`src/hdl/mem_pkg.sv`:
```
`default_nettype none

package mem_pkg;

    // datapath widths
    localparam int DATA_W      = 32;                    // data word
    localparam int ADDR_W      = 32;                    // byte address

    // data RAM geometry
    localparam int RAM_IDX_W   = 14;                    // word index bits
    localparam int RAM_DEPTH   = 2 ** RAM_IDX_W;        // 16K words
    localparam int WORD_LSB    = 2;                     // byte offset bits dropped from index

    // IO page sits at the very top of the map, 0xFFFFFC00 and up
    localparam int IO_PAGE_LSB = 10;                    // lowest bit of the page field
    localparam int IO_PAGE_W   = ADDR_W - IO_PAGE_LSB;  // 22 page bits
    localparam logic [IO_PAGE_W-1:0] IO_PAGE_HI = '1;   // all ones marks IO

    // device select inside the IO page
    localparam int IO_TYPE_BIT = 4;                     // 0 keypad (0x60), 1 vga (0x70)

    // serial loader word address, top bit picks data vs instruction memory
    localparam int LOAD_ADDR_W = RAM_IDX_W + 1;

    // true when the byte address falls in the IO page
    function automatic logic is_io_addr(input logic [ADDR_W-1:0] addr);
        return addr[ADDR_W-1:IO_PAGE_LSB] == IO_PAGE_HI;
    endfunction

endpackage

`default_nettype wire

```
`src/hdl/mem_bus_if.sv`:
```
`default_nettype none

interface mem_bus_if;
    import mem_pkg::*;

    logic              valid;   // one-cycle request strobe
    logic              write;   // 1 store, 0 load
    logic [ADDR_W-1:0] addr;    // byte address
    logic [DATA_W-1:0] wdata;   // store data
    logic              ack;     // one-cycle completion
    logic [DATA_W-1:0] rdata;   // load data, valid with ack

    // requester side
    modport master (
        output valid,
        output write,
        output addr,
        output wdata,
        input  ack,
        input  rdata
    );

    // responder side
    modport slave (
        input  valid,
        input  write,
        input  addr,
        input  wdata,
        output ack,
        output rdata
    );

endinterface

`default_nettype wire

```
`src/hdl/io_unit.sv`:
```
`default_nettype none

module io_unit (
    input  logic                        clk,
    input  logic                        rst_n,
    input  logic                        key_valid,    // user has entered a value
    input  logic [mem_pkg::DATA_W-1:0]  key_data,     // keypad value
    output logic                        key_request,  // ask keypad for input
    output logic [mem_pkg::DATA_W-1:0]  vga_value,    // display register
    output logic                        vga_update,   // display register loaded
    mem_bus_if.slave                    bus
);
    import mem_pkg::*;

    typedef enum logic {
        IO_IDLE,
        IO_KEY_WAIT
    } io_state_t;

    io_state_t state;
    logic      key_sel;    // keypad addressed, else vga
    logic      key_read;   // keypad load starts a wait
    logic      key_done;   // wait ends this cycle

    assign key_sel     = ~bus.addr[IO_TYPE_BIT];
    assign key_read    = bus.valid & key_sel & ~bus.write;
    assign key_done    = (state == IO_KEY_WAIT) & key_valid;
    assign key_request = (state == IO_KEY_WAIT);   // held until key_valid sampled

    always_ff @(posedge clk or negedge rst_n) begin
        if (!rst_n) begin
            state      <= IO_IDLE;
            bus.ack    <= 1'b0;
            vga_update <= 1'b0;
            vga_value  <= '0;
        end else begin
            bus.ack    <= 1'b0;            // pulses by default
            vga_update <= 1'b0;
            case (state)
                IO_IDLE: begin
                    if (key_read) begin
                        state <= IO_KEY_WAIT;   // latency set by user
                    end else if (bus.valid) begin
                        bus.ack <= 1'b1;        // everything else done in one cycle
                        if (!key_sel && bus.write) begin
                            vga_value  <= bus.wdata;
                            vga_update <= 1'b1;  // same cycle as ack
                        end
                    end
                end
                IO_KEY_WAIT: begin
                    if (key_valid) begin
                        state   <= IO_IDLE;
                        bus.ack <= 1'b1;        // cycle after key_valid
                    end
                end
                default: state <= IO_IDLE;
            endcase
        end
    end

    // read data, keypad capture or zero for the odd accesses
    always_ff @(posedge clk) begin
        if (key_done) begin
            bus.rdata <= key_data;
        end else if (state == IO_IDLE && bus.valid) begin
            bus.rdata <= '0;               // vga read, keypad write
        end
    end

endmodule

`default_nettype wire

```
`src/flat_wrapper.sv`:
```
// flat-port wrapper written by rule: the top's interface ports become plain ports
module io_unit_flat import mem_pkg::*;
  (clk, rst_n, key_valid, key_data, key_request, vga_value, vga_update, bus_valid, bus_write, bus_addr, bus_wdata, bus_ack, bus_rdata);
  mem_bus_if bus_i ();
  input  logic clk;
  input  logic rst_n;
  input  logic key_valid;
  input  logic [mem_pkg::DATA_W-1:0] key_data;
  output logic key_request;
  output logic [mem_pkg::DATA_W-1:0] vga_value;
  output logic vga_update;
  input wire logic [$bits(bus_i.valid)-1:0] bus_valid;
  input wire logic [$bits(bus_i.write)-1:0] bus_write;
  input wire logic [$bits(bus_i.addr)-1:0] bus_addr;
  input wire logic [$bits(bus_i.wdata)-1:0] bus_wdata;
  output wire logic [$bits(bus_i.ack)-1:0] bus_ack;
  output wire logic [$bits(bus_i.rdata)-1:0] bus_rdata;
  assign bus_i.valid = bus_valid;
  assign bus_i.write = bus_write;
  assign bus_i.addr = bus_addr;
  assign bus_i.wdata = bus_wdata;
  assign bus_ack = bus_i.ack;
  assign bus_rdata = bus_i.rdata;
  io_unit u_core (.clk(clk), .rst_n(rst_n), .key_valid(key_valid), .key_data(key_data), .key_request(key_request), .vga_value(vga_value), .vga_update(vga_update), .bus(bus_i));
endmodule
```
`config.mk`:
```
export PLATFORM = sky130hd
export DESIGN_NAME = io_unit_flat
export DESIGN_NICKNAME = d
export VERILOG_FILES = /design/src/hdl/mem_pkg.sv /design/src/hdl/mem_bus_if.sv /design/src/hdl/io_unit.sv /design/src/flat_wrapper.sv
export SDC_FILE = /design/constraint.sdc
export NUM_CORES = 1
export LEC_CHECK = 0
export ABC_CLOCK_PERIOD_IN_PS = 2450
export BUFFER_PORTS_ARGS = -buffer_cell sky130_fd_sc_hd__buf_2
export CORE_UTILIZATION = 42
export CTS_CLUSTER_DIAMETER = 60
export DETAILED_ROUTE_END_ITERATION = 10
export PLACE_DENSITY = 0.87
export SKIP_LAST_GASP = 1
export SLEW_MARGIN = 20
export SYNTH_ARGS = -nofsm -noshare
export SYNTH_HDL_FRONTEND = slang
export SYNTH_SLANG_ARGS = --single-unit
```
`constraint.sdc`:
```
create_clock -name clk -period 2.45 [get_ports clk]
set_input_delay 0.49 -clock clk [delete_from_list [all_inputs] [get_ports clk]]
set_output_delay 0.49 -clock clk [all_outputs]
set_load 0.01 [all_outputs]
```
==> results of run 1 <==
## cell usage in the layout (no fill, tap or decap), types with 2 or more instances in the layout
master and instances:
sky130_fd_sc_hd__mux2_2 3, sky130_fd_sc_hd__buf_2 136, sky130_fd_sc_hd__dfrtp_1 35, sky130_fd_sc_hd__clkinv_2 2, sky130_fd_sc_hd__and3_1 32, sky130_fd_sc_hd__clkinv_4 2, sky130_fd_sc_hd__mux2_4 29, sky130_fd_sc_hd__clkbuf_8 10
sky130_fd_sc_hd__edfxtp_1 32, sky130_fd_sc_hd__inv_1 2, sky130_fd_sc_hd__nand2_1 2
## critical path, cell delays in order, from the launching register on
cell and delay (ps):
sky130_fd_sc_hd__dfrtp_1 390, sky130_fd_sc_hd__nand4b_4 700, sky130_fd_sc_hd__mux2_4 550
## power breakdown
group	leakage [nW]	internal, mW	switching, mW
combinational	1.08	0.332	0.272
sequential	0.745	1.36	0.0759
clock	0.102	0.497	0.418
## per-stage QoR
stage / total power [mW] / cells / util
2_1_floorplan: 1.782 / 149 / -
3_3_place_gp: 2.042 / 353 / 0.5627
3_5_place_dp: 2.068 / 353 / 0.5627
4_1_cts: 2.993 / 369 / 0.5965
5_1_grt: 3.099 / 369 / 0.5965
6_report: 2.956 / 369 / 0.5965
## path summary, 6_finish.rpt
kind                                             startpoint                               end  slack (ps)  cells after the start
hold / removal                                        rst_n   u_core.vga_value[1]$_DFFE_PN0P_         220                      1
setup / recovery               u_core.key_request$_DFF_PN0_  u_core.vga_value[16]$_DFFE_PN0P_         660                      2
hold reg to reg            u_core.vga_value[12]$_DFFE_PN0P_  u_core.vga_value[12]$_DFFE_PN0P_         500                      1
setup reg to reg               u_core.key_request$_DFF_PN0_  u_core.vga_value[16]$_DFFE_PN0P_         660                      2
min in group clk                              bus_wdata[25]  u_core.vga_value[25]$_DFFE_PN0P_         390                      2
max in group asynchronous                             rst_n  u_core.vga_value[30]$_DFFE_PN0P_        1730                      1
## flip-flops by register name, summed over array words and instances (netlist names)
name,flops
u_core.vga_update,1
u_core.vga_value,32
u_core.bus.rdata,32
u_core.bus.ack,1
u_core.key_request,1
## final cells by class
type                    count  area, um2
multi-input cells          71      724.4
fillers                   483       2417
inverters                   2      7.507
repair buffers            138      708.2
flip-flops and latches     67       1837
clock buffers              10      137.6
well taps                  75      93.84
clock inverters             6      65.06
## layer usage
| metal | global-route usage | wire length (um) |
|---|---|---|
| met1 | 0.1953 | 2240 |
| met2 | 0.2916 | 2811 |
| met3 | 0.04494 | 328 |
| met4 | 0.1143 | 107 |
| met5 | 0 | 0 |
## cell families after synthesis
group / after synthesis / synth area share
DFF: 67 / 0.6997
muxes: 32 / 0.1787
and+or+nand+nor: 37 / 0.09199
AOI/OAI and AO/OA: 2 / 0.005242
buffers and inverters: 11 / 0.02431
==> impl_summary.log, run 1 <==
[metrics] Post-Syn Area per Cell: 17.62 um2
[metrics] main area contributors after synthesis: sky130_fd_sc_hd__edfxtp_1 (37%), sky130_fd_sc_hd__dfrtp_1 (33%), sky130_fd_sc_hd__mux2_4 (17%), sky130_fd_sc_hd__and3_1 (7.6%), sky130_fd_sc_hd__buf_6 (1.3%)
[metrics] clk_lat worst skew: 330 ps
[metrics] cell types with the highest counts after synthesis: sky130_fd_sc_hd__dfrtp_1 (35), sky130_fd_sc_hd__and3_1 (32), sky130_fd_sc_hd__edfxtp_1 (32)
[metrics] Power Dens Cells: 827.3 nW/um2
[metrics] drt via density: 4.734
[metrics] outcome: completed
[metrics] count of boundary I/O pins: 168
[metrics] share of cells above drive strength 1: 0.6361
[metrics] clock-pin slew on the worst setup and hold paths: 80 ps
[metrics] Final setup viols: 0
[metrics] most common flop cell mapped by yosys: sky130_fd_sc_hd__dfrtp_1
[metrics] Max Transition Viols Final: 0
[metrics] max-capacitance violation count: 0
[metrics] post-layout instance area: 3573 um2
[metrics] mapped cell area: 2625 um2
[metrics] Post-CTS Hold Fix Bufs: 0
[metrics] setup slack of the critical path after layout: 659.6 ps
[metrics] maximum number of pins on one net before global-route repair: 37
[metrics] combined global-route utilization of all metal layers: 0.1739
[metrics] Placement Rows: 28
[metrics] Initial Utilization: 0.4382
[metrics] fraction of the yosys area taken by sequential cells: 0.6997
[metrics] worst-case hold slack: 223.6 ps
[metrics] Data arrival, critical path: 2000 ps
[metrics] post-placement worst setup slack: 474.5 ps
[metrics] final net count: 390
[metrics] area of the core region: 5991 um2
[metrics] total of cells resized after clock tree synthesis: 0
[metrics] final wirelength: 5.488 mm
[metrics] worst clock skew on the final layout: 9.529 ps
[metrics] startpoint-to-endpoint class of the critical path: reg -> reg
[metrics] static leakage: 1.932 nW
[metrics] Clock H-tree levels: 3
[metrics] setup_tns: 0 ps
[metrics] number of hold violations in the final report: 0
[metrics] average wire length per cell after detail routing: 14.87 um
[metrics] maximum ir drop on the vdd rail: 0.4329 mV
[metrics] number of buffers created by CTS: 9
[metrics] highest attainable clock frequency: 558.5 MHz
[metrics] EDFF count, synth: 32
[metrics] Yosys top cell area share: 0.3661
[metrics] TritonCTS sink count: 67
[metrics] residual DRC count: 0
[metrics] Clock Tree Root: sky130_fd_sc_hd__clkbuf_8
[metrics] setup repair after global routing missed its margin: no
[metrics] area enclosed by the die boundary: 6570 um2
[metrics] antenna cells: 0
[metrics] count of input and output buffers: 136
[metrics] top-count cell post-synth: sky130_fd_sc_hd__dfrtp_1
[metrics] Syn-to-layout area delta: 36.13%
[metrics] vertical die dimension: 81.06 um
[metrics] final critical-path required period: 1790 ps
[metrics] synth warn: 0
[metrics] placed instance area: 3371 um2
[metrics] detailed placer's ending HPWL: 3.829 mm
[metrics] horizontal extent of the die: 81.06 um
[metrics] final antenna-violating net count: 0
[metrics] Least-Margin Pin Slew: 812.8 ps
[metrics] async set or reset register ratio after synthesis: 0.5224
[metrics] crit start category: flip-flop
[metrics] number of iterations in the first detailed-routing pass: 4
[metrics] total global routing overflow: 0
[metrics] Max clock buf depth: 2
[metrics] kind of path behind the tightest hold check: in -> async
[metrics] via count of the routed design: 1747
[metrics] slew margin rel.: 0.4573
[metrics] number of global-route vias before repair: 1727
[metrics] Critical Path End Type: flip-flop
[metrics] required time of the critical path: 2650 ps
[metrics] Synthesized Nets: 250
[metrics] first-pass GRT wire length: 8.183 mm
[metrics] initial antenna violation count: 0
[metrics] largest fanout on the critical path: 33
[metrics] clock tree from TritonCTS: done
[metrics] dominant cell type by area after synthesis: sky130_fd_sc_hd__edfxtp_1
[metrics] fraction of the cycle the final worst path needs: 0.7308
[metrics] total of flip-flops plus latches after synthesis: 67
[metrics] GPL Wtd Cong: 0.7794
[metrics] initial detailed-routing violation count: 86
[metrics] Gate Count Post-Synth: 149
[metrics] count of cell types in the netlist: 14
[metrics] setup fix buffers added after clock tree synthesis: 0
Power figures use the tool's default switching activity.
==> run 2: changes to the inputs <==
- ABC_CLOCK_PERIOD_IN_PS: 2450 -> 1500
- CORE_UTILIZATION: 42 -> 38
- PLACE_DENSITY: 0.87 -> 0.84
- clock period: 2.45 -> 1.5 ns (I/O delays scaled with it)
==> impl_summary.log, run 2 (synthesis gave the netlist of run 1 again) <==
[metrics] outcome: completed
[metrics] average wire length per cell after detail routing: 14.22 um
[metrics] highest attainable clock frequency: 718.8 MHz
[metrics] first element of the critical path: u_core.key_request$_DFF_PN0_
[metrics] non-filler instance count after layout: 377
[metrics] first-pass GRT wire length: 8.259 mm
[metrics] post-layout instance area: 3610 um2
[metrics] largest fanout on the critical path: 7
[metrics] worst flop-to-flop path endpoint: u_core.vga_value[25]$_DFFE_PN0P_
[metrics] crit start category: flip-flop
[metrics] final net count: 396
[metrics] placed instance count: 360
[metrics] vertical die dimension: 85.12 um
[metrics] GPL Wtd Cong: 0.7200
[metrics] Power Dens Cells: 1273 nW/um2
[metrics] static leakage: 1.939 nW
[metrics] critical path cell sequence: nand4b_4 -> buf_4 -> mux2_4
[metrics] cell type group with the largest total delay on the critical path: flip-flops
[metrics] maximum number of pins on one net before global-route repair: 36
[metrics] leading cell type in the layout, fill and taps excluded: sky130_fd_sc_hd__buf_2
[metrics] setup fix buffers added after clock tree synthesis: 0
[metrics] maximum single-stage delay on the critical path: 420 ps
[metrics] count of boundary I/O pins: 168
[metrics] Pint: 3.359 mW
[metrics] Least-Margin Pin Slew: 436.5 ps
[metrics] Data arrival, critical path: 1600 ps
[metrics] horizontal extent of the die: 85.12 um
[metrics] net load switching power: 1.237 mW
[metrics] cell type of the slowest stage on the worst timing path: sky130_fd_sc_hd__dfrtp_1
[metrics] area enclosed by the die boundary: 7245 um2
[metrics] Comb power frac: 0.214
[metrics] top flop regs: u_core.bus.rdata: 32 flops, u_core.vga_value: 32 flops
[metrics] clock power share: 0.274
[metrics] Reg power frac: 0.512
[metrics] TritonCTS sink count: 67
[metrics] share of cells above drive strength 1: 0.6433
[metrics] final antenna-violating net count: 0
[metrics] Worst setup endpoint: u_core.vga_value[25]$_DFFE_PN0P_
[metrics] count of input and output buffers: 136
[metrics] Clock H-tree levels: 3
[metrics] critical path depth in cells: 3
[metrics] Max clock buf depth: 2
[metrics] kind of path behind the tightest hold check: in -> reg
[metrics] placed instance area: 3418 um2
[metrics] Initial Utilization: 0.4042
[metrics] worst clock skew on the final layout: 5.580 ps
[metrics] slew margin rel.: 0.7090
[metrics] maximum ir drop on the vdd rail: 0.6461 mV
[metrics] Syn-to-layout area delta: 37.51%
[metrics] detailed placer's ending HPWL: 3.871 mm
[metrics] max-capacitance violation count: 0
[metrics] number of inserted filler cells in the final layout: 527
[metrics] residual DRC count: 0
[metrics] Final setup viols: 0
[metrics] startpoint-to-endpoint class of the critical path: reg -> reg
[metrics] Max Transition Viols Final: 0
[metrics] top library cells by usage in the layout, fill and taps aside: sky130_fd_sc_hd__buf_2 (136), sky130_fd_sc_hd__dfrtp_1 (35), sky130_fd_sc_hd__and3_1 (32), sky130_fd_sc_hd__edfxtp_1 (32), sky130_fd_sc_hd__mux2_4 (29)
[metrics] initial detailed-routing violation count: 32
[metrics] combined global-route utilization of all metal layers: 0.1507
[metrics] fraction of the cycle the final worst path needs: 0.9274
[metrics] number of global-route vias before repair: 1795
[metrics] Clock Tree Root: sky130_fd_sc_hd__clkbuf_8
[metrics] final critical-path required period: 1391 ps
[metrics] Critical Path End Type: flip-flop
[metrics] number of buffers created by CTS: 9
[metrics] total global routing overflow: 0
[metrics] switching part of the total: 0.2692
[metrics] final wirelength: 5.361 mm
[metrics] clk_lat worst skew: 320 ps
[metrics] Placement Rows: 29
[metrics] antenna cells: 0
[metrics] number of iterations in the first detailed-routing pass: 4
[metrics] setup_tns: 0 ps
[metrics] via count of the routed design: 1757
[metrics] clock-pin slew on the worst setup and hold paths: 70 ps
[metrics] required time of the critical path: 1710 ps
[metrics] setup repair after global routing missed its margin: no
[metrics] FF-to-FF setup slack: 110 ps
[metrics] number of hold violations in the final report: 0
[metrics] critical path buffer and inverter count: 1
[metrics] clock tree from TritonCTS: done
[metrics] area of the core region: 6495 um2
[metrics] initial antenna violation count: 0
[metrics] RR Startpoint: u_core.key_request$_DFF_PN0_
[metrics] worst reg2reg path depth: 3
[metrics] drt via density: 4.660
==> run 2: repair_timing <==
action	4_1_cts	5_1_grt
hold endpoints to repair	24	0
endpoints found under the setup margin	0	33
hold buffers	1	0
resized for setup	0	2
==> run 2: layout make-up <==
| cell class | instances | area (um2) | share of cell area |
|---|---|---|---|
| flip-flops and latches | 67 | 1837 | 0.5088 |
| inverters | 2 | 7.507 | 0.002080 |
| repair buffers | 144 | 759.5 | 0.2104 |
| well taps | 77 | 96.34 | 0.02669 |
| clock buffers | 9 | 123.9 | 0.03432 |
| clock inverters | 7 | 45.04 | 0.01248 |
| multi-input cells | 71 | 740.7 | 0.2052 |
==> run 2: metal layers <==
layer / GRT usage / routed length (um) / vias up
met4: 0.08012 / 74 / 0
met5: 0 / 0 / -
li1: - / - / 837
met2: 0.2529 / 2695 / 79
met3: 0.04767 / 354 / 8
met1: 0.1725 / 2237 / 833
==> run 2: power by group through the flow <==
stage | Clock (mW) | Combinational (mW) | Sequential, mW
6_report | 1.26 | 0.984 | 2.35
5_1_grt | 1.38 | 1.05 | 2.39
4_1_cts | 1.30 | 0.989 | 2.36
3_5_place_dp | 0 | 0.991 | 2.38
3_3_place_gp | 0 | 0.963 | 2.38
2_1_floorplan | 0 | 0.383 | 2.53
==> run 2: worst min path at each step <==
stage / start / to / slack, ps / depth (start not counted)
2_1_floorplan: rst_n / u_core.bus.ack$_DFF_PN0_ / 4 / 0
3_3_place_gp: rst_n / u_core.vga_value[13]$_DFFE_PN0P_ / 350 / 2
3_5_place_dp: rst_n / u_core.vga_value[31]$_DFFE_PN0P_ / 360 / 2
4_1_cts: bus_wdata[4] / u_core.vga_value[4]$_DFFE_PN0P_ / 180 / 2
5_1_grt: bus_wdata[5] / u_core.vga_value[5]$_DFFE_PN0P_ / 180 / 2
6_report: bus_wdata[23] / u_core.vga_value[23]$_DFFE_PN0P_ / 200 / 2
==> run 2: through the flow <==
| stage | hold WS [ps] | util | setup WS (ps) | total power, mW |
|---|---|---|---|---|
| 2_1_floorplan | 4.409 | - | 58.74 | 2.912 |
| 3_3_place_gp | 351.6 | 0.5263 | 93.48 | 3.341 |
| 3_5_place_dp | 358.3 | 0.5263 | 34.75 | 3.372 |
| 4_1_cts | 181.3 | 0.5538 | 14.67 | 4.650 |
| 5_1_grt | 175.7 | 0.5558 | 41.72 | 4.825 |
| 6_report | 202.7 | 0.5558 | 108.9 | 4.597 |
==> run 3: changes to the inputs <==
- ABC_CLOCK_PERIOD_IN_PS: 1500 -> 1400
- CORE_UTILIZATION: 38 -> 42
- GPL_ROUTABILITY_DRIVEN: default -> 0
- PLACE_DENSITY: 0.84 -> 0.87
- clock period: 1.5 -> 1.4 ns (I/O delays scaled with it)
==> impl_summary.log, run 3 (synthesis gave the netlist of run 1 again) <==
[metrics] Final setup viols: 0
[metrics] initial antenna violation count: 0
[metrics] TritonCTS sink count: 67
[metrics] Least-Margin Pin Slew: 421.1 ps
[metrics] largest fanout on the critical path: 19
[metrics] switching part of the total: 0.2555
[metrics] kind of path behind the tightest hold check: in -> reg
[metrics] share of cells above drive strength 1: 0.6513
[metrics] number of global-route vias before repair: 1801
[metrics] Comb power frac: 0.212
[metrics] net load switching power: 1.327 mW
[metrics] vertical die dimension: 81.06 um
[metrics] final net count: 400
[metrics] final critical-path required period: 1362 ps
[metrics] antenna cells: 0
[metrics] post-layout instance area: 3711 um2
[metrics] clock power share: 0.302
[metrics] static leakage: 1.987 nW
[metrics] critical path cell sequence: nand4b_4 -> buf_12 -> mux2_4
[metrics] Clock H-tree levels: 3
[metrics] final antenna-violating net count: 0
[metrics] slew margin rel.: 0.7193
[metrics] Clock Tree Root: sky130_fd_sc_hd__clkbuf_8
[metrics] Data arrival, critical path: 1570 ps
[metrics] count of boundary I/O pins: 168
[metrics] worst clock skew on the final layout: 10.55 ps
[metrics] horizontal extent of the die: 81.06 um
[metrics] number of hold violations in the final report: 0
[metrics] Max Transition Viols Final: 0
[metrics] drt via density: 4.763
[metrics] cell type of the slowest stage on the worst timing path: sky130_fd_sc_hd__dfrtp_2
[metrics] setup repair after global routing missed its margin: yes
[metrics] maximum ir drop on the vdd rail: 0.7381 mV
[metrics] leading cell type in the layout, fill and taps excluded: sky130_fd_sc_hd__buf_2
[metrics] average wire length per cell after detail routing: 15.13 um
[metrics] maximum number of pins on one net before global-route repair: 36
[metrics] Critical Path End Type: flip-flop
[metrics] maximum single-stage delay on the critical path: 440 ps
[metrics] RR Startpoint: u_core.key_request$_DFF_PN0_
[metrics] Placement Rows: 28
[metrics] area of the core region: 5991 um2
[metrics] setup_tns: 0 ps
[metrics] detailed placer's ending HPWL: 3.925 mm
[metrics] start point of the worst hold path: bus_wdata[15]
[metrics] number of buffers created by CTS: 9
[metrics] crit start category: flip-flop
[metrics] first-pass GRT wire length: 8.431 mm
[metrics] first element of the critical path: u_core.key_request$_DFF_PN0_
[metrics] via count of the routed design: 1805
[metrics] clock-pin slew on the worst setup and hold paths: 80 ps
[metrics] combined global-route utilization of all metal layers: 0.1776
[metrics] startpoint-to-endpoint class of the critical path: reg -> reg
[metrics] total global routing overflow: 0
[metrics] Power Dens Cells: 1399 nW/um2
[metrics] top library cells by usage in the layout, fill and taps aside: sky130_fd_sc_hd__buf_2 (136), sky130_fd_sc_hd__dfrtp_1 (34), sky130_fd_sc_hd__and3_1 (32), sky130_fd_sc_hd__edfxtp_1 (32), sky130_fd_sc_hd__mux2_4 (29)
[metrics] initial detailed-routing violation count: 57
[metrics] required time of the critical path: 1610 ps
[metrics] count of input and output buffers: 136
[metrics] highest attainable clock frequency: 734.2 MHz
[metrics] max-capacitance violation count: 0
[metrics] Max clock buf depth: 2
[metrics] area enclosed by the die boundary: 6570 um2
[metrics] residual DRC count: 0
[metrics] clock tree from TritonCTS: done
[metrics] Initial Utilization: 0.4382
[metrics] outcome: completed
[metrics] clk_lat worst skew: 330 ps
[metrics] number of inserted filler cells in the final layout: 470
[metrics] top flop regs: u_core.bus.rdata: 32 flops, u_core.vga_value: 32 flops
[metrics] number of iterations in the first detailed-routing pass: 4
[metrics] Pint: 3.864 mW
[metrics] Syn-to-layout area delta: 41.37%
[metrics] final wirelength: 5.734 mm
[metrics] fraction of the cycle the final worst path needs: 0.9729
[metrics] placed instance area: 3437 um2
[metrics] Reg power frac: 0.486
[metrics] FF-to-FF setup slack: 40 ps
-- run 3: final timing paths --
path / endpoint / depth (start not counted)
max in group asynchronous: u_core.key_request$_DFF_PN0_ / 3
min in group asynchronous: u_core.vga_value[20]$_DFFE_PN0P_ / 2
worst max register to register: u_core.vga_value[18]$_DFFE_PN0P_ / 3
worst min register to register: u_core.vga_value[23]$_DFFE_PN0P_ / 1
worst max-delay path: u_core.vga_value[18]$_DFFE_PN0P_ / 3
worst min-delay path: u_core.vga_value[15]$_DFFE_PN0P_ / 2
-- run 3: critical path: cells and delay by family, from the launching register on --
family        cells  cell delay, ps
buf+inv           1             230
flops             1             440
simple gates      1             270
mux               1             310
-- run 3: per-stage QoR --
step / hold WS (ps) / setup WS [ps] / utilization / cells / power [mW]
after floorplan: -15.59 / 2.403 / - / 149 / 3.125
after global placement: 220.0 / 30.79 / 0.5737 / 358 / 3.580
after detailed placement: 236.2 / -16.35 / 0.5737 / 358 / 3.628
after CTS: 157.2 / 1.723 / 0.6086 / 375 / 5.206
after global routing: 164.0 / -12.93 / 0.6195 / 379 / 5.451
final: 173.3 / 37.92 / 0.6195 / 379 / 5.191
-- run 3: power groups by stage --
stage	registers [mW]	logic (mW)	clock network, mW
2_1_floorplan	2.71	0.415	0
3_3_place_gp	2.53	1.05	0
3_5_place_dp	2.56	1.07	0
4_1_cts	2.52	1.08	1.60
5_1_grt	2.56	1.20	1.69
6_report	2.52	1.10	1.57
-- run 3: final cells by class --
type | count | area (um2) | share of cell area
inverters | 2 | 7.507 | 0.002023
flip-flops and latches | 67 | 1838 | 0.4953
multi-input cells | 73 | 763.2 | 0.2057
well taps | 75 | 93.84 | 0.02529
repair buffers | 146 | 813.3 | 0.2192
clock buffers | 12 | 145.1 | 0.03911
clock inverters | 4 | 50.05 | 0.01349
-- run 3: layer usage --
layer  global-route usage  part of all wire  up-vias
met1               0.1934              0.41      866
met2               0.3076              0.51       75
met5                    0                 0        -
li1                     -                 -      852
met3              0.05506             0.062       12
met4              0.09643             0.021        0
-- run 3: what timing repair did --
| action | CTS | global route |
|---|---|---|
| gates resized for setup | 1 | 5 |
| hold buffers | 1 | 0 |
| gates cloned | 0 | 3 |
| setup buffers | 0 | 1 |
| endpoints found under the hold margin | 17 | 0 |
| pin swaps | 0 | 2 |
| setup endpoints to repair | 33 | 33 |
