$ cat src/hdl/mem_pkg.sv
`default_nettype none

package mem_pkg;

    // datapath widths
    localparam int DATA_W      = 32;                    // data word
    localparam int ADDR_W      = 32;                    // byte address

    // data RAM geometry
    localparam int RAM_IDX_W   = 14;                    // word index bits
    localparam int RAM_DEPTH   = 2 ** RAM_IDX_W;        // 16K words
    localparam int WORD_LSB    = 2;                     // byte offset bits dropped from index

    // IO page sits at the very top of the map, 0xFFFFFC00 and up
    localparam int IO_PAGE_LSB = 10;                    // lowest bit of the page field
    localparam int IO_PAGE_W   = ADDR_W - IO_PAGE_LSB;  // 22 page bits
    localparam logic [IO_PAGE_W-1:0] IO_PAGE_HI = '1;   // all ones marks IO

    // device select inside the IO page
    localparam int IO_TYPE_BIT = 4;                     // 0 keypad (0x60), 1 vga (0x70)

    // serial loader word address, top bit picks data vs instruction memory
    localparam int LOAD_ADDR_W = RAM_IDX_W + 1;

    // true when the byte address falls in the IO page
    function automatic logic is_io_addr(input logic [ADDR_W-1:0] addr);
        return addr[ADDR_W-1:IO_PAGE_LSB] == IO_PAGE_HI;
    endfunction

endpackage

`default_nettype wire

$ cat src/hdl/mem_bus_if.sv
`default_nettype none

interface mem_bus_if;
    import mem_pkg::*;

    logic              valid;   // one-cycle request strobe
    logic              write;   // 1 store, 0 load
    logic [ADDR_W-1:0] addr;    // byte address
    logic [DATA_W-1:0] wdata;   // store data
    logic              ack;     // one-cycle completion
    logic [DATA_W-1:0] rdata;   // load data, valid with ack

    // requester side
    modport master (
        output valid,
        output write,
        output addr,
        output wdata,
        input  ack,
        input  rdata
    );

    // responder side
    modport slave (
        input  valid,
        input  write,
        input  addr,
        input  wdata,
        output ack,
        output rdata
    );

endinterface

`default_nettype wire

$ cat src/hdl/data_mem.sv
`default_nettype none

module data_mem (
    input  logic                        clk,
    input  logic                        rst_n,
    input  logic                        load_mode,   // loader active, pipeline held
    input  logic                        req_valid,
    input  logic                        req_write,
    input  logic [mem_pkg::ADDR_W-1:0]  req_addr,
    input  logic [mem_pkg::DATA_W-1:0]  req_wdata,
    output logic                        stall,       // back-pressure to pipeline
    output logic                        rsp_valid,   // load result strobe
    output logic [mem_pkg::DATA_W-1:0]  rsp_data,
    mem_bus_if.master                   ram_bus,
    mem_bus_if.master                   io_bus
);
    import mem_pkg::*;

    logic req_io;      // request targets the IO page
    logic accept;      // request taken this cycle
    logic ack;         // either slave finished
    logic busy;        // one access outstanding
    logic busy_write;  // outstanding access is a store

    assign req_io = is_io_addr(req_addr);
    assign ack    = ram_bus.ack | io_bus.ack;

    // a new request may ride on the ack cycle of the previous one
    assign accept = req_valid & ~load_mode & (~busy | ack);

    // steer to exactly one slave
    assign ram_bus.valid = accept & ~req_io;
    assign ram_bus.write = req_write;
    assign ram_bus.addr  = req_addr;
    assign ram_bus.wdata = req_wdata;

    assign io_bus.valid  = accept & req_io;
    assign io_bus.write  = req_write;
    assign io_bus.addr   = req_addr;
    assign io_bus.wdata  = req_wdata;

    // outstanding tracker
    always_ff @(posedge clk or negedge rst_n) begin
        if (!rst_n) begin
            busy       <= 1'b0;
            busy_write <= 1'b0;
        end else if (accept) begin
            busy       <= 1'b1;
            busy_write <= req_write;
        end else if (ack) begin
            busy       <= 1'b0;
        end
    end

    // stall drops in the ack cycle unless something new shows up
    assign stall = load_mode | req_valid | (busy & ~ack);

    // stores complete silently
    assign rsp_valid = ack & ~busy_write;
    assign rsp_data  = io_bus.ack ? io_bus.rdata : ram_bus.rdata;

endmodule

`default_nettype wire

$ cat src/flat_wrapper.sv
// flat-port wrapper written by rule: the top's interface ports become plain ports
module data_mem_flat import mem_pkg::*;
  (clk, rst_n, load_mode, req_valid, req_write, req_addr, req_wdata, stall, rsp_valid, rsp_data, ram_bus_valid, ram_bus_write, ram_bus_addr, ram_bus_wdata, ram_bus_ack, ram_bus_rdata, io_bus_valid, io_bus_write, io_bus_addr, io_bus_wdata, io_bus_ack, io_bus_rdata);
  mem_bus_if ram_bus_i ();
  mem_bus_if io_bus_i ();
  input  logic clk;
  input  logic rst_n;
  input  logic load_mode;
  input  logic req_valid;
  input  logic req_write;
  input  logic [mem_pkg::ADDR_W-1:0] req_addr;
  input  logic [mem_pkg::DATA_W-1:0] req_wdata;
  output logic stall;
  output logic rsp_valid;
  output logic [mem_pkg::DATA_W-1:0] rsp_data;
  output wire logic [$bits(ram_bus_i.valid)-1:0] ram_bus_valid;
  output wire logic [$bits(ram_bus_i.write)-1:0] ram_bus_write;
  output wire logic [$bits(ram_bus_i.addr)-1:0] ram_bus_addr;
  output wire logic [$bits(ram_bus_i.wdata)-1:0] ram_bus_wdata;
  input wire logic [$bits(ram_bus_i.ack)-1:0] ram_bus_ack;
  input wire logic [$bits(ram_bus_i.rdata)-1:0] ram_bus_rdata;
  output wire logic [$bits(io_bus_i.valid)-1:0] io_bus_valid;
  output wire logic [$bits(io_bus_i.write)-1:0] io_bus_write;
  output wire logic [$bits(io_bus_i.addr)-1:0] io_bus_addr;
  output wire logic [$bits(io_bus_i.wdata)-1:0] io_bus_wdata;
  input wire logic [$bits(io_bus_i.ack)-1:0] io_bus_ack;
  input wire logic [$bits(io_bus_i.rdata)-1:0] io_bus_rdata;
  assign ram_bus_valid = ram_bus_i.valid;
  assign ram_bus_write = ram_bus_i.write;
  assign ram_bus_addr = ram_bus_i.addr;
  assign ram_bus_wdata = ram_bus_i.wdata;
  assign ram_bus_i.ack = ram_bus_ack;
  assign ram_bus_i.rdata = ram_bus_rdata;
  assign io_bus_valid = io_bus_i.valid;
  assign io_bus_write = io_bus_i.write;
  assign io_bus_addr = io_bus_i.addr;
  assign io_bus_wdata = io_bus_i.wdata;
  assign io_bus_i.ack = io_bus_ack;
  assign io_bus_i.rdata = io_bus_rdata;
  data_mem u_core (.clk(clk), .rst_n(rst_n), .load_mode(load_mode), .req_valid(req_valid), .req_write(req_write), .req_addr(req_addr), .req_wdata(req_wdata), .stall(stall), .rsp_valid(rsp_valid), .rsp_data(rsp_data), .ram_bus(ram_bus_i), .io_bus(io_bus_i));
endmodule
$ cat config.mk
export PLATFORM = sky130hd
export DESIGN_NAME = data_mem_flat
export DESIGN_NICKNAME = d
export VERILOG_FILES = /design/src/hdl/mem_pkg.sv /design/src/hdl/mem_bus_if.sv /design/src/hdl/data_mem.sv /design/src/flat_wrapper.sv
export SDC_FILE = /design/constraint.sdc
export NUM_CORES = 1
export LEC_CHECK = 0
export BUFFER_PORTS_ARGS = -buffer_cell sky130_fd_sc_hd__buf_2
export CELL_PAD_IN_SITES_DETAIL_PLACEMENT = 1
export CELL_PAD_IN_SITES_GLOBAL_PLACEMENT = 1
export CORE_AREA = 2 2 118 120
export CTS_BUF_LIST = sky130_fd_sc_hd__clkbuf_2
export DETAILED_ROUTE_END_ITERATION = 12
export DIE_AREA = 0 0 120 122
export GPL_TIMING_DRIVEN = 0
export PLACE_DENSITY_LB_ADDON = 0.2
export SLEW_MARGIN = 20
export SYNTH_ARGS = -nofsm -noshare
export SYNTH_HDL_FRONTEND = slang
export SYNTH_SLANG_ARGS = --single-unit
$ cat constraint.sdc
create_clock -name clk -period 1.3 [get_ports clk]
set_input_delay 0.065 -clock clk [delete_from_list [all_inputs] [get_ports clk]]
set_output_delay 0.065 -clock clk [all_outputs]
set_load 0.005 [all_outputs]
==> reports/summary.log, run 1 <==
qor: power_and_ir_drop.power_switching_share 0.3136
qor: yosys.synth_seq_cells 2
qor: hold_path.hold_path_startpoint req_write
qor: cts.clock-sinks 2
qor: yosys.post_synth_inst_count 186
qor: power_and_ir_drop.total_power 1.134 mW
qor: cts.cts_tree done
qor: placed_design.hpwl 6689 µm
qor: setup_path.worstPathBufferInverterCount 2
qor: sta.skew 0.0008793 ns
qor: final_layout.final_util 0.2370
qor: yosys.synthDominantAreaCellType sky130_fd_sc_hd__buf_4
qor: power_and_ir_drop.max-vdd-ir-drop 0.1217 mV
qor: yosys.yosys.cell_types.count 16
qor: sta.fin_crit_sh 1.053
qor: setup_path.timing.critical_path.to_type primary output
qor: setup_path.rrSetupSlack 0.04 ns
qor: placed_design.post-place-cells 623
qor: global_route.grt_antenna_before_repair 0
qor: power_and_ir_drop.pwr_density_cell 354.5 nW/µm²
qor: power_and_ir_drop.leakage_power 1.920 nW
qor: drt.vias 2063
qor: yosys.synthesis.area 1523 µm²
qor: final_layout.layout_area_overhead 110.2%
qor: setup_path.critPathSlowestCell sky130_fd_sc_hd__or4_4
qor: yosys.synth.yosys.seq_area_share 0.03287
qor: yosys.post_synth.cell_area_avg 8.187 µm²
qor: die.floorplan.initialDensity 0.1128
qor: drt.finalWirelength 7262 µm
qor: drt.route.detailed.wl_per_inst 11.51 µm
qor: sta.report.final.setup_viol 2
qor: yosys.yosys_warnings 0
qor: yosys.synth_nets 321
qor: drt.ant_nets 0
qor: setup_path.worst_ep_arrival_time 1.30 ns
qor: sta.final_hold_viol_count 0
qor: sta.setup_slack -0.06873 ns
qor: die.core_area 13500 µm²
qor: setup_path.cp-start-kind input pin
qor: global_route.grt_usage 0.08314
qor: setup_path.worst_r2r_path_depth 3
qor: die.dieArea 14640 µm²
qor: cts.path_clk_slew 0.03 ns
qor: cts.htree_levels 1
qor: setup_path.critPathKind input pin to primary output
qor: setup_path.critical_path.max_stage_delay 0.58 ns
qor: setup_path.worstReg2RegStart u_core.busy$_DFFE_PN0P_
qor: final_layout.fin_cells 631
qor: sta.tightestPinTransition 0.3555 ns
qor: hold_path.holdPathStages 2
qor: power_and_ir_drop.power_frac_clock 0.084
qor: sta.grt_setup_unrepaired true
qor: sta.slew-limit-headroom 0.7625
qor: placed_design.globalplace.congestion 0.6533
qor: setup_path.critical_path.cell_chain buf_6, nand4_1, or4_4, o311a_1, buf_2
qor: setup_path.crit-reg2reg-capture u_core.busy_write$_DFFE_PN0P_
qor: die.row_count 43
qor: drt.vias_per_cell 3.269
qor: final_layout.final_stage_net_count 588
qor: global_route.grt_overflow 0
qor: cts.clockRootBuffer sky130_fd_sc_hd__clkbuf_2
qor: setup_path.cpLargestDelayFamily simple AND/OR/NAND/NOR gates
qor: power_and_ir_drop.p_int 778.7 µW
qor: hold_path.hold_end u_core.busy_write$_DFFE_PN0P_
qor: final_layout.diodes 0
qor: drt.detailedRoute.firstPassIterationCount 2
qor: setup_path.critical_path.max_fanout 3
qor: cts.clkLatencyLatePin 0.19 ns
qor: die.die_height 122 µm
qor: cts.cts-buffers-inserted 3
qor: final_layout.drive_gt1_frac 0.9645
qor: hold_path.hp-class input pin to flip-flop
qor: power_and_ir_drop.power.switching 355.8 µW
qor: yosys.synth.top_cells.by_area sky130_fd_sc_hd__buf_4 (64%), sky130_fd_sc_hd__mux2_2 (24%), sky130_fd_sc_hd__dfrtp_1 (3.3%), sky130_fd_sc_hd__nand4_1 (1.6%), sky130_fd_sc_hd__buf_2 (0.99%)
qor: sta.period_needed 1.369 ns
qor: drt.remaining_drc_errors 0
qor: global_route.grt_first_pass_wirelength 9722 µm
qor: yosys.synthDominantCellAreaShare 0.6409
qor: sta.report.final.slew_viol_count 0
qor: job.cap_violations 0
qor: die.dieWidth 120 µm
qor: power_and_ir_drop.power_frac_comb 0.852
qor: run_status.outcome finished, violations left
qor: global_route.grt_max_degree 11
qor: run_status.violations negative setup slack
qor: sta.hold_ws 0.1249 ns
qor: cts.cts.path.max_buffers 2
qor: drt.drt_iter0_drc 9
qor: global_route.first_global_vias 1981
qor: setup_path.timing.critical_path.required 1.24 ns
qor: die.io_pins 301
qor: power_and_ir_drop.p_seq_frac 0.065
qor: placed_design.post-place-ws -0.1936 ns
qor: placed_design.port_bufs 257
qor: sta.timing.fmax 0.7306 GHz
## timing repair
action | CTS | global route
hold buffers | 1 | 0
setup buffers | 1 | 3
resized for setup | 18 | 6
endpoints found under the setup margin | 3 | 32
pin swaps | 5 | 3
endpoints found under the hold margin | 2 | 0
gates cloned | 0 | 0
## through the flow
step	setup TNS, ns	cell area, µm²
2_1_floorplan	0	1523
3_3_place_gp	-0.2149	3034
3_5_place_dp	-0.2997	3034
4_1_cts	-0.07750	3163
5_1_grt	-0.2780	3201
6_report	-0.1195	3201
## routing by layer
metal / vias up / part of all wire / global-route usage
li1: 1010 / - / -
met1: 907 / 0.32 / 0.08223
met2: 146 / 0.57 / 0.1722
met3: 0 / 0.12 / 0.02575
met4: 0 / 0 / 0.008824
met5: - / 0 / 0
## cells in the mapped netlist (all sizes together)
library cell	n
a21o	1
buf	133
clkbuf	1
dfrtp	2
mux2	33
nand2	3
nand4	5
nor2	3
nor2b	1
nor4	1
o311a	1
or3b	1
or4	1
## worst reg2reg max path, cell delays in order (launching register included)
cell	delay, ns
sky130_fd_sc_hd__dfrtp_1	0.32
sky130_fd_sc_hd__or3b_4	0.41
sky130_fd_sc_hd__nand2_4	0.10
sky130_fd_sc_hd__mux2_1	0.31
## flip-flops by register name, indices dropped and copies added, names as in the netlist
signal,cells
u_core.busy_write,1
u_core.busy,1
## cells in the final DEF (no fill, tap or decap), drive strengths merged
master and count:
dfrtp 2, nor2b 1, nor4 1, buf 393
or3b 1, a21o 1, clkbuf 5, nand2 3
o311a 1, mux2 33, or4 1, dlygate4sd3 1
nand4 5, nor2 3
## kinds of logic (layout without fill, tap and decap cells)
| kind of cell | Yosys count | in the layout | synth area share |
|---|---|---|---|
| buffers and inverters | 134 | 399 | 0.6532 |
| flip-flops | 2 | 2 | 0.03287 |
| AO/OA/AOI/OAI | 2 | 2 | 0.01151 |
| multiplexers | 33 | 33 | 0.2440 |
| AND/OR/NAND/NOR | 15 | 15 | 0.05834 |
## power by group through the flow
| stage | sequential [mW] | combinational [mW] | clock, mW |
|---|---|---|---|
| 2_1_floorplan | 0.0732 | 0.465 | 0 |
| 3_3_place_gp | 0.0739 | 0.932 | 0 |
| 3_5_place_dp | 0.0741 | 0.937 | 0 |
| 4_1_cts | 0.0735 | 0.973 | 0.106 |
| 5_1_grt | 0.0741 | 1.05 | 0.113 |
| 6_report | 0.0735 | 0.966 | 0.0949 |
## layout make-up
| class | instances | area, µm² |
|---|---|---|
| Clock buffer | 3 | 15.01 |
| Timing Repair Buffer | 262 | 1405 |
| Sequential cell | 2 | 50.05 |
| Tap cell | 180 | 225.2 |
| Multi-Input combinational cell | 50 | 506.7 |
| Buffer | 134 | 998.5 |
| Fill cell | 1695 | 10300 |
## how the worst max path moves through the flow
stage	cells after the start	end	slack (ns)	startpoint
after floorplan	3	u_core.busy_write$_DFFE_PN0P_	0.09	u_core.busy$_DFFE_PN0P_
after global placement	5	io_bus_valid	-0.12	io_bus_ack
after detailed placement	5	io_bus_valid	-0.19	req_addr[31]
after CTS	5	io_bus_valid	-0.08	req_addr[30]
after global routing	5	io_bus_valid	-0.16	req_addr[13]
final	5	ram_bus_valid	-0.07	req_addr[13]
(Power assumes the default switching activity.)
==> run 2, diff against run 1 <==
Clock period 1.3 ns to 1.2 ns, I/O delays scaled along.
==> run 2 against run 1 <==
The run still ends with negative setup slack left; highest routed layer is now met4; critical path type unchanged; final area decreased by 0.94%; sequential share of layout area is essentially flat; global-route usage is 0.13 points lower.
==> reports/summary.log, run 2 (synthesized netlist as in run 1, its figures left out) <==
qor: setup_path.rrSetupSlack -0.07 ns [-0.11 ns]
qor: drt.remaining_drc_errors 0 [unchanged]
qor: sta.final_hold_viol_count 0 [unchanged]
qor: cts.cts_tree done
qor: sta.report.final.slew_viol_count 0 [unchanged]
qor: power_and_ir_drop.p_seq_frac 0.066 [about the same]
qor: setup_path.critical_path.max_stage_delay 0.58 ns [about the same]
qor: hold_path.hold_end u_core.busy_write$_DFFE_PN0P_
qor: power_and_ir_drop.power_frac_clock 0.087 [+0.003]
qor: power_and_ir_drop.pwr_density_cell 382.2 nW/µm² [+7.8%]
qor: cts.clockRootBuffer sky130_fd_sc_hd__clkbuf_2
qor: cts.htree_levels 1 [unchanged]
qor: drt.route.detailed.wl_per_inst 10.80 µm [-6.2%]
qor: hold_path.hold_path_startpoint req_write
qor: run_status.violations negative setup slack
qor: power_and_ir_drop.p_int 838.1 µW [+7.6%]
qor: final_layout.final_stage_net_count 584 [-0.68%]
qor: setup_path.critical_path.cell_chain buf_8, nand4_1, or4_4, o311a_1, buf_2
qor: sta.setup_slack -0.1051 ns [-0.03639 ns]
qor: final_layout.diodes 0 [unchanged]
qor: placed_design.placed_cell_area 3039 µm² [+0.16%]
qor: power_and_ir_drop.max-vdd-ir-drop 0.1288 mV [+5.8%]
qor: placed_design.post-place-cells 623 [unchanged]
qor: die.die_height 122 µm [unchanged]
qor: die.core_area 13500 µm² [unchanged]
qor: run_status.outcome finished, violations left
qor: job.cap_violations 0 [unchanged]
qor: drt.vias 2062 [-0.048%]
qor: sta.tightestPinTransition 0.4448 ns [+0.08928 ns]
qor: final_layout.layout.cells.most_common sky130_fd_sc_hd__buf_2
qor: setup_path.worst_ep_arrival_time 1.25 ns [-0.05 ns]
qor: hold_path.holdPathStages 2 [unchanged]
qor: die.row_count 43 [unchanged]
qor: global_route.grt_usage 0.08187 [-0.001271]
qor: drt.detailedRoute.firstPassIterationCount 3 [+1]
qor: drt.ant_nets 0 [unchanged]
qor: power_and_ir_drop.power.switching 373.5 µW [+5.0%]
qor: final_layout.fin_cells 627 [-0.63%]
qor: final_layout.layout_common_cells sky130_fd_sc_hd__buf_2 (247), sky130_fd_sc_hd__buf_4 (133), sky130_fd_sc_hd__mux2_2 (32), sky130_fd_sc_hd__buf_6 (8)
qor: die.io_pins 301 [unchanged]
qor: final_layout.drive_gt1_frac 0.9664 [+0.001920]
qor: setup_path.cpLargestDelayFamily simple AND/OR/NAND/NOR gates
qor: placed_design.globalplace.congestion 0.7065 [+8.1%]
qor: final_layout.final_cell_area 3171 µm² [-0.94%]
qor: sta.period_needed 1.305 ns
qor: setup_path.crit-reg2reg-capture u_core.busy_write$_DFFE_PN0P_
qor: global_route.grt_overflow 0 [unchanged]
qor: setup_path.cp-start-kind input pin
qor: setup_path.critPathKind input pin to primary output
qor: drt.vias_per_cell 3.289 [+0.59%]
qor: drt.finalWirelength 6772 µm [-6.7%]
qor: drt.drt_iter0_drc 9 [unchanged]
qor: sta.skew 0.004493 ns [+0.003614 ns]
qor: sta.slew-limit-headroom 0.7028 [-0.05964]
qor: global_route.grt_antenna_before_repair 0 [unchanged]
qor: power_and_ir_drop.leakage_power 1.905 nW [-0.82%]
qor: global_route.first_global_vias 2002 [+1.1%]
qor: setup_path.critical_path.max_fanout 3 [unchanged]
qor: cts.cts-buffers-inserted 3 [unchanged]
qor: cts.path_clk_slew 0.03 ns [about the same]
qor: placed_design.hpwl 6260 µm [-6.4%]
qor: setup_path.worst_r2r_path_depth 3 [unchanged]
qor: die.floorplan.initialDensity 0.1128 [unchanged]
qor: sta.report.final.setup_viol 3 [+1]
qor: die.dieArea 14640 µm² [unchanged]
qor: setup_path.worstReg2RegStart u_core.busy$_DFFE_PN0P_
qor: die.dieWidth 120 µm [unchanged]
qor: hold_path.hp-class input pin to flip-flop
qor: sta.grt_setup_unrepaired true
qor: sta.timing.fmax 0.7662 GHz
qor: setup_path.timing.critical_path.to_type primary output
qor: setup_path.timing.critical_path.required 1.14 ns [-0.10 ns]
qor: cts.clock-sinks 2 [unchanged]
qor: power_and_ir_drop.power_frac_comb 0.847 [-0.005]
qor: final_layout.largest_registers u_core.busy (1), u_core.busy_write (1)
qor: cts.clkLatencyLatePin 0.19 ns [about the same]
qor: sta.fin_crit_sh 1.088
qor: final_layout.fillCellCount 1729 [+2.0%]
qor: global_route.grt_first_pass_wirelength 9839 µm [+1.2%]
qor: setup_path.critPathSlowestCell sky130_fd_sc_hd__or4_4
qor: power_and_ir_drop.power_switching_share 0.3083 [-0.005340]
qor: setup_path.worstPathBufferInverterCount 2 [unchanged]
qor: final_layout.layout_area_overhead 108.2%
qor: placed_design.port_bufs 257 [unchanged]
qor: global_route.grt_max_degree 11 [unchanged]
qor: cts.cts.path.max_buffers 2 [unchanged]
run 2: changes by cell type in the layout (fill, tap and decap cells not counted), sizes merged:
cell    delta
buf        -3
clkbuf     -1
run 2: layout make-up:
cell class	instances	area [µm²]	area share
well taps	180	225.2	0.07103
flip-flops and latches	2	50.05	0.01579
clock buffers	3	15.01	0.004736
multi-input cells	50	510.5	0.1610
plain buffers	134	1003	0.3165
repair buffers	258	1366	0.4309
run 2: how the worst max path moves through the flow:
stage | startpoint | endpoint | depth (start not counted)
after CTS | u_core.busy$_DFFE_PN0P_ | io_bus_valid | 4
after global placement | req_addr[30] | ram_bus_valid | 5
after global routing | req_addr[22] | io_bus_valid | 5
after floorplan | u_core.busy$_DFFE_PN0P_ | u_core.busy_write$_DFFE_PN0P_ | 3
after detailed placement | req_addr[30] | ram_bus_valid | 5
final | req_addr[13] | ram_bus_valid | 5
run 2: stage by stage:
step                utilization  total power, mW  setup TNS, ns  hold slack, ns  worst slack [ns]
floorplan                     -           0.5851              0         -0.2356          0.006428
CTS                      0.2335            1.234        -0.3585          0.1071           -0.1130
global placement         0.2251            1.083        -0.6395         -0.1532           -0.1872
detailed placement       0.2251            1.084        -0.5666         -0.1527           -0.2043
finish                   0.2348            1.212        -0.2808          0.1408           -0.1051
global route             0.2348            1.331        -0.4971          0.1433           -0.1868
run 2: metal layers:
metal  global-route usage  part of all wire  wire (µm)
met5                    0                 0          0
met4             0.006618           0.00059          4
met3              0.02622              0.12        799
met2               0.1634              0.55       3705
met1              0.08619              0.33       2264
run 2: what timing repair did:
item | in CTS | in global routing
endpoints found under the setup margin | 24 | 33
pin swaps | 6 | 1
resized for setup | 20 | 5
buffers inserted | 0 | 0
endpoints found under the hold margin | 2 | 0
hold buffers | 1 | 0
run 2: power by group through the flow:
| stage | Sequential (mW) | Clock, mW | Combinational, mW |
|---|---|---|---|
| 6_report | 0.0801 | 0.105 | 1.03 |
| 5_1_grt | 0.0811 | 0.120 | 1.13 |
| 4_1_cts | 0.0798 | 0.116 | 1.04 |
| 3_5_place_dp | 0.0806 | 0 | 1.00 |
| 3_3_place_gp | 0.0806 | 0 | 1.00 |
| 2_1_floorplan | 0.0794 | 0 | 0.506 |
==> run 3, diff against run 2 <==
Settings changed: ABC_AREA set to 1, CAP_MARGIN set to 10, CORE_AREA 2 2 118 120 to unset, CORE_MARGIN set to 2, CORE_UTILIZATION set to 13, DIE_AREA 0 0 120 122 to unset, SETUP_SLACK_MARGIN set to 0.2.
==> run 3 against run 2 <==
Clock power barely moved; clock skew fell by 0.00084 ns; sequential share of layout area barely moved; the run now ends clean; via count rose by 18%; maximum frequency rose by 22%.
==> reports/summary.log, run 3 <==
qor: placed_design.port_bufs 257 [unchanged]
qor: die.io_pins 301 [unchanged]
qor: sta.report.final.slew_viol_count 0 [unchanged]
qor: sta.final_hold_viol_count 0 [unchanged]
qor: global_route.grt_overflow 0 [unchanged]
qor: drt.vias 2436 [+18%]
qor: sta.fin_crit_sh 0.8892 [-0.1984]
qor: setup_path.worst_r2r_path_depth 5 [+2]
qor: sta.total_negative_slack_for_setup_checks 0 ns [+0.2808 ns]
qor: cts.cts-buffers-inserted 3 [unchanged]
qor: die.floorplan.initialDensity 0.1326 [+0.01985]
qor: drt.ant_nets 0 [unchanged]
qor: drt.drt_iter0_drc 30 [+21]
qor: sta.report.final.setup_viol 0 [-3]
qor: hold_path.hp-class input pin to flip-flop
qor: final_layout.layout_common_cells sky130_fd_sc_hd__buf_2 (260), sky130_fd_sc_hd__buf_4 (134), sky130_fd_sc_hd__nand2_1 (119), sky130_fd_sc_hd__nor2_1 (11), sky130_fd_sc_hd__inv_1 (4)
qor: global_route.grt_max_degree 11 [unchanged]
qor: global_route.grt_usage 0.09217 [+0.01029]
qor: yosys.synthDominantAreaCellType sky130_fd_sc_hd__buf_4
qor: drt.remaining_drc_errors 0 [unchanged]
qor: cts.clkLatencyLatePin 0.19 ns [about the same]
qor: global_route.use_met1 0.09462 [+0.008432]
qor: yosys.synthDominantCellAreaShare 0.5946 [-0.04633]
qor: setup_path.critPathKind flip-flop to primary output
qor: yosys.synthesis.area 1667 µm² [+9.4%]
qor: yosys.yosysMostFrequentCell sky130_fd_sc_hd__buf_4
qor: setup_path.crit_cells 4 [-1]
qor: power_and_ir_drop.leakage_power 2.120 nW [+11%]
qor: yosys.yosys.cell_types.count 14 [-2]
qor: run_status.outcome finished, final reports clean
qor: hold_path.holdPathStages 3 [+1]
qor: final_layout.largest_registers u_core.busy (1), u_core.busy_write (1)
qor: die.die_height 117.2 µm [-3.9%]
qor: power_and_ir_drop.pwr_density_cell 382.1 nW/µm² [about the same]
qor: setup_path.timing.critical_path.required 1.14 ns [about the same]
qor: sta.period_needed 1.067 ns [-0.2381 ns]
qor: yosys.synth.top_cells.by_area sky130_fd_sc_hd__buf_4 (59%), sky130_fd_sc_hd__nand2_1 (27%), sky130_fd_sc_hd__dfrtp_1 (3.0%), sky130_fd_sc_hd__nor2_1 (2.7%), sky130_fd_sc_hd__buf_6 (1.4%)
qor: cts.clockRootBuffer sky130_fd_sc_hd__clkbuf_2
qor: yosys.synth_seq_cells 2 [unchanged]
qor: placed_design.globalplace.congestion 0.6482 [-8.3%]
qor: final_layout.final_cell_area 3213 µm² [+1.3%]
qor: global_route.globalRoute.busiestLayer met2
qor: sta.hold_ws 0.1516 ns [+0.01084 ns]
qor: sta.tightestPinTransition 0.1862 ns [-0.2587 ns]
qor: cts.clock-sinks 2 [unchanged]
qor: setup_path.critical_path.max_fanout 4 [+1]
qor: sta.grt_setup_unrepaired true
qor: final_layout.fin_cells 718 [+15%]
qor: cts.cts.path.max_buffers 2 [unchanged]
qor: final_layout.layout_area_overhead 92.79%
qor: drt.detailedRoute.firstPassIterationCount 4 [+1]
qor: sta.skew 0.003652 ns [-0.0008417 ns]
qor: setup_path.worstPathBufferInverterCount 1 [-1]
qor: final_layout.fillCellCount 1693 [-2.1%]
qor: yosys.synth.yosys.seq_area_share 0.03003 [-0.002838]
qor: global_route.first_global_vias 2191 [+9.4%]
qor: drt.route.detailed.wl_per_inst 10.71 µm [-0.81%]
qor: job.cap_violations 0 [unchanged]
qor: yosys.synth_enable_flop_cells 0 [unchanged]
qor: placed_design.hpwl 7083 µm [+13%]
qor: yosys.ys_dominant_reg_cell sky130_fd_sc_hd__dfrtp_1
qor: die.core_area 12570 µm² [-6.9%]
qor: final_layout.drive_gt1_frac 0.7431 [-0.2233]
qor: global_route.gr_met2_demand_resource 0.1858 [+0.02247]
qor: placed_design.placed_cell_area 3168 µm² [+4.2%]
qor: setup_path.critPathSlowestCell sky130_fd_sc_hd__dfrtp_1
qor: setup_path.critical_path.max_stage_delay 0.39 ns [-0.19 ns]
qor: global_route.grt_antenna_before_repair 0 [unchanged]
qor: final_layout.layout.cells.most_common sky130_fd_sc_hd__buf_2
qor: drt.finalWirelength 7692 µm [+14%]
qor: setup_path.cpLargestDelayFamily flip-flops
qor: global_route.grt_first_pass_wirelength 10150 µm [+3.2%]
qor: die.row_count 41 [-4.7%]
qor: power_and_ir_drop.max-vdd-ir-drop 0.09808 mV [-24%]
qor: sta.slew-limit-headroom 0.8759 [+0.1730]
qor: sta.timing.fmax 0.9372 GHz [+22%]
qor: cts.htree_levels 1 [unchanged]
qor: setup_path.cp-start-kind flip-flop
qor: drt.vias_per_cell 3.393 [+3.2%]
qor: global_route.use_met3 0.03090 [+0.004679]
qor: cts.path_clk_slew 0.03 ns [about the same]
qor: yosys.synth_nets 417 [+30%]
qor: yosys.post_synth_inst_count 282 [+52%]
qor: die.dieWidth 117.2 µm [-2.3%]
qor: yosys.synth_commonest_cells sky130_fd_sc_hd__buf_4 (132), sky130_fd_sc_hd__nand2_1 (119), sky130_fd_sc_hd__nor2_1 (12), sky130_fd_sc_hd__inv_1 (4), sky130_fd_sc_hd__buf_2 (3)
qor: setup_path.timing.critical_path.to_type primary output
qor: placed_design.post-place-cells 711 [+14%]
qor: yosys.post_synth.cell_area_avg 5.910 µm² [-28%]
qor: final_layout.final_stage_net_count 682 [+17%]
qor: yosys.yosys_warnings 0 [unchanged]
qor: cts.cts_tree done
qor: setup_path.critical_path.cell_chain nand3_4, nand3b_4, a21oi_2, buf_2
qor: die.dieArea 13740 µm² [-6.1%]
qor: setup_path.worst_ep_arrival_time 1.01 ns [-0.24 ns]
qor: yosys.async_reset_ff_frac 1.000 [unchanged]
run 3: cell count changes in the layout (fill, tap and decap cells not counted), sizes merged, moves of 2 or more:
| cell | change |
|---|---|
| inv | +5 |
| buf | +6 |
| nor2 | +9 |
| nand2 | +116 |
| nand4 | -3 |
| a21oi | +2 |
| mux2 | -33 |
run 3: timing repair:
action                     4_1_cts  5_1_grt
resized for setup                0        1
hold buffers                     1        0
pin swaps                        3        1
cloned                           0        0
buffers inserted                 1        1
setup endpoints to repair        2        3
hold endpoints to repair         2        0
run 3: worst paths after layout:
check                                               from                       endpoint  slack, ns
max reg2reg                      u_core.busy$_DFFE_PN0P_  u_core.busy_write$_DFFE_PN0P_       0.24
max in group asynchronous                          rst_n  u_core.busy_write$_DFFE_PN0P_       0.90
min reg2reg                u_core.busy_write$_DFFE_PN0P_  u_core.busy_write$_DFFE_PN0P_       0.51
max                              u_core.busy$_DFFE_PN0P_                  ram_bus_valid       0.13
min in group asynchronous                          rst_n        u_core.busy$_DFFE_PN0P_       0.20
min                                            req_write  u_core.busy_write$_DFFE_PN0P_       0.15
run 3: layout make-up:
| type | instances | area (µm²) | area share |
|---|---|---|---|
| antenna | 1 | 2.502 | 0.0007788 |
| clock buffer | 3 | 15.01 | 0.004673 |
| timing repair buffer | 260 | 1311 | 0.4081 |
| sequential | 2 | 50.05 | 0.01558 |
| inverter | 5 | 23.77 | 0.007399 |
| tap | 172 | 215.2 | 0.06698 |
| buffer | 137 | 1028 | 0.3201 |
| multi-input combinational | 138 | 566.8 | 0.1764 |
run 3: logic make-up after synthesis:
| kind of cell | after synthesis | share of synthesized area |
|---|---|---|
| AO/OA/AOI/OAI | 3 | 0.01351 |
| flip-flops | 2 | 0.03003 |
| buffers and inverters | 142 | 0.6314 |
| AND/OR/NAND/NOR | 135 | 0.3251 |
run 3: routing by layer:
metal / routed length (µm) / up-vias
li1: - / 1244
met1: 2583 / 1057
met2: 4254 / 133
met3: 834 / 2
met4: 19 / 0
met5: 0 / -
run 3: worst min-delay path, stage by stage:
cell                      delay, ns
sky130_fd_sc_hd__buf_2         0.12
sky130_fd_sc_hd__inv_1         0.06
sky130_fd_sc_hd__o21ai_2       0.05
run 3: metrics by stage:
stage	total power, mW	utilization	worst slack [ns]
after global routing	1.362	0.2555	0.03310
after detailed placement	1.135	0.2521	0.2682
after global placement	1.121	0.2521	0.2936
after CTS	1.260	0.2547	0.07993
after floorplan	0.6046	-	0.3925
final	1.228	0.2557	0.1329
run 3: where the power goes:
part	total, mW	internal (mW)	switching [mW]
registers	0.0811	0.0754	0.00571
logic	1.04	0.646	0.394
clock network	0.106	0.0664	0.0394
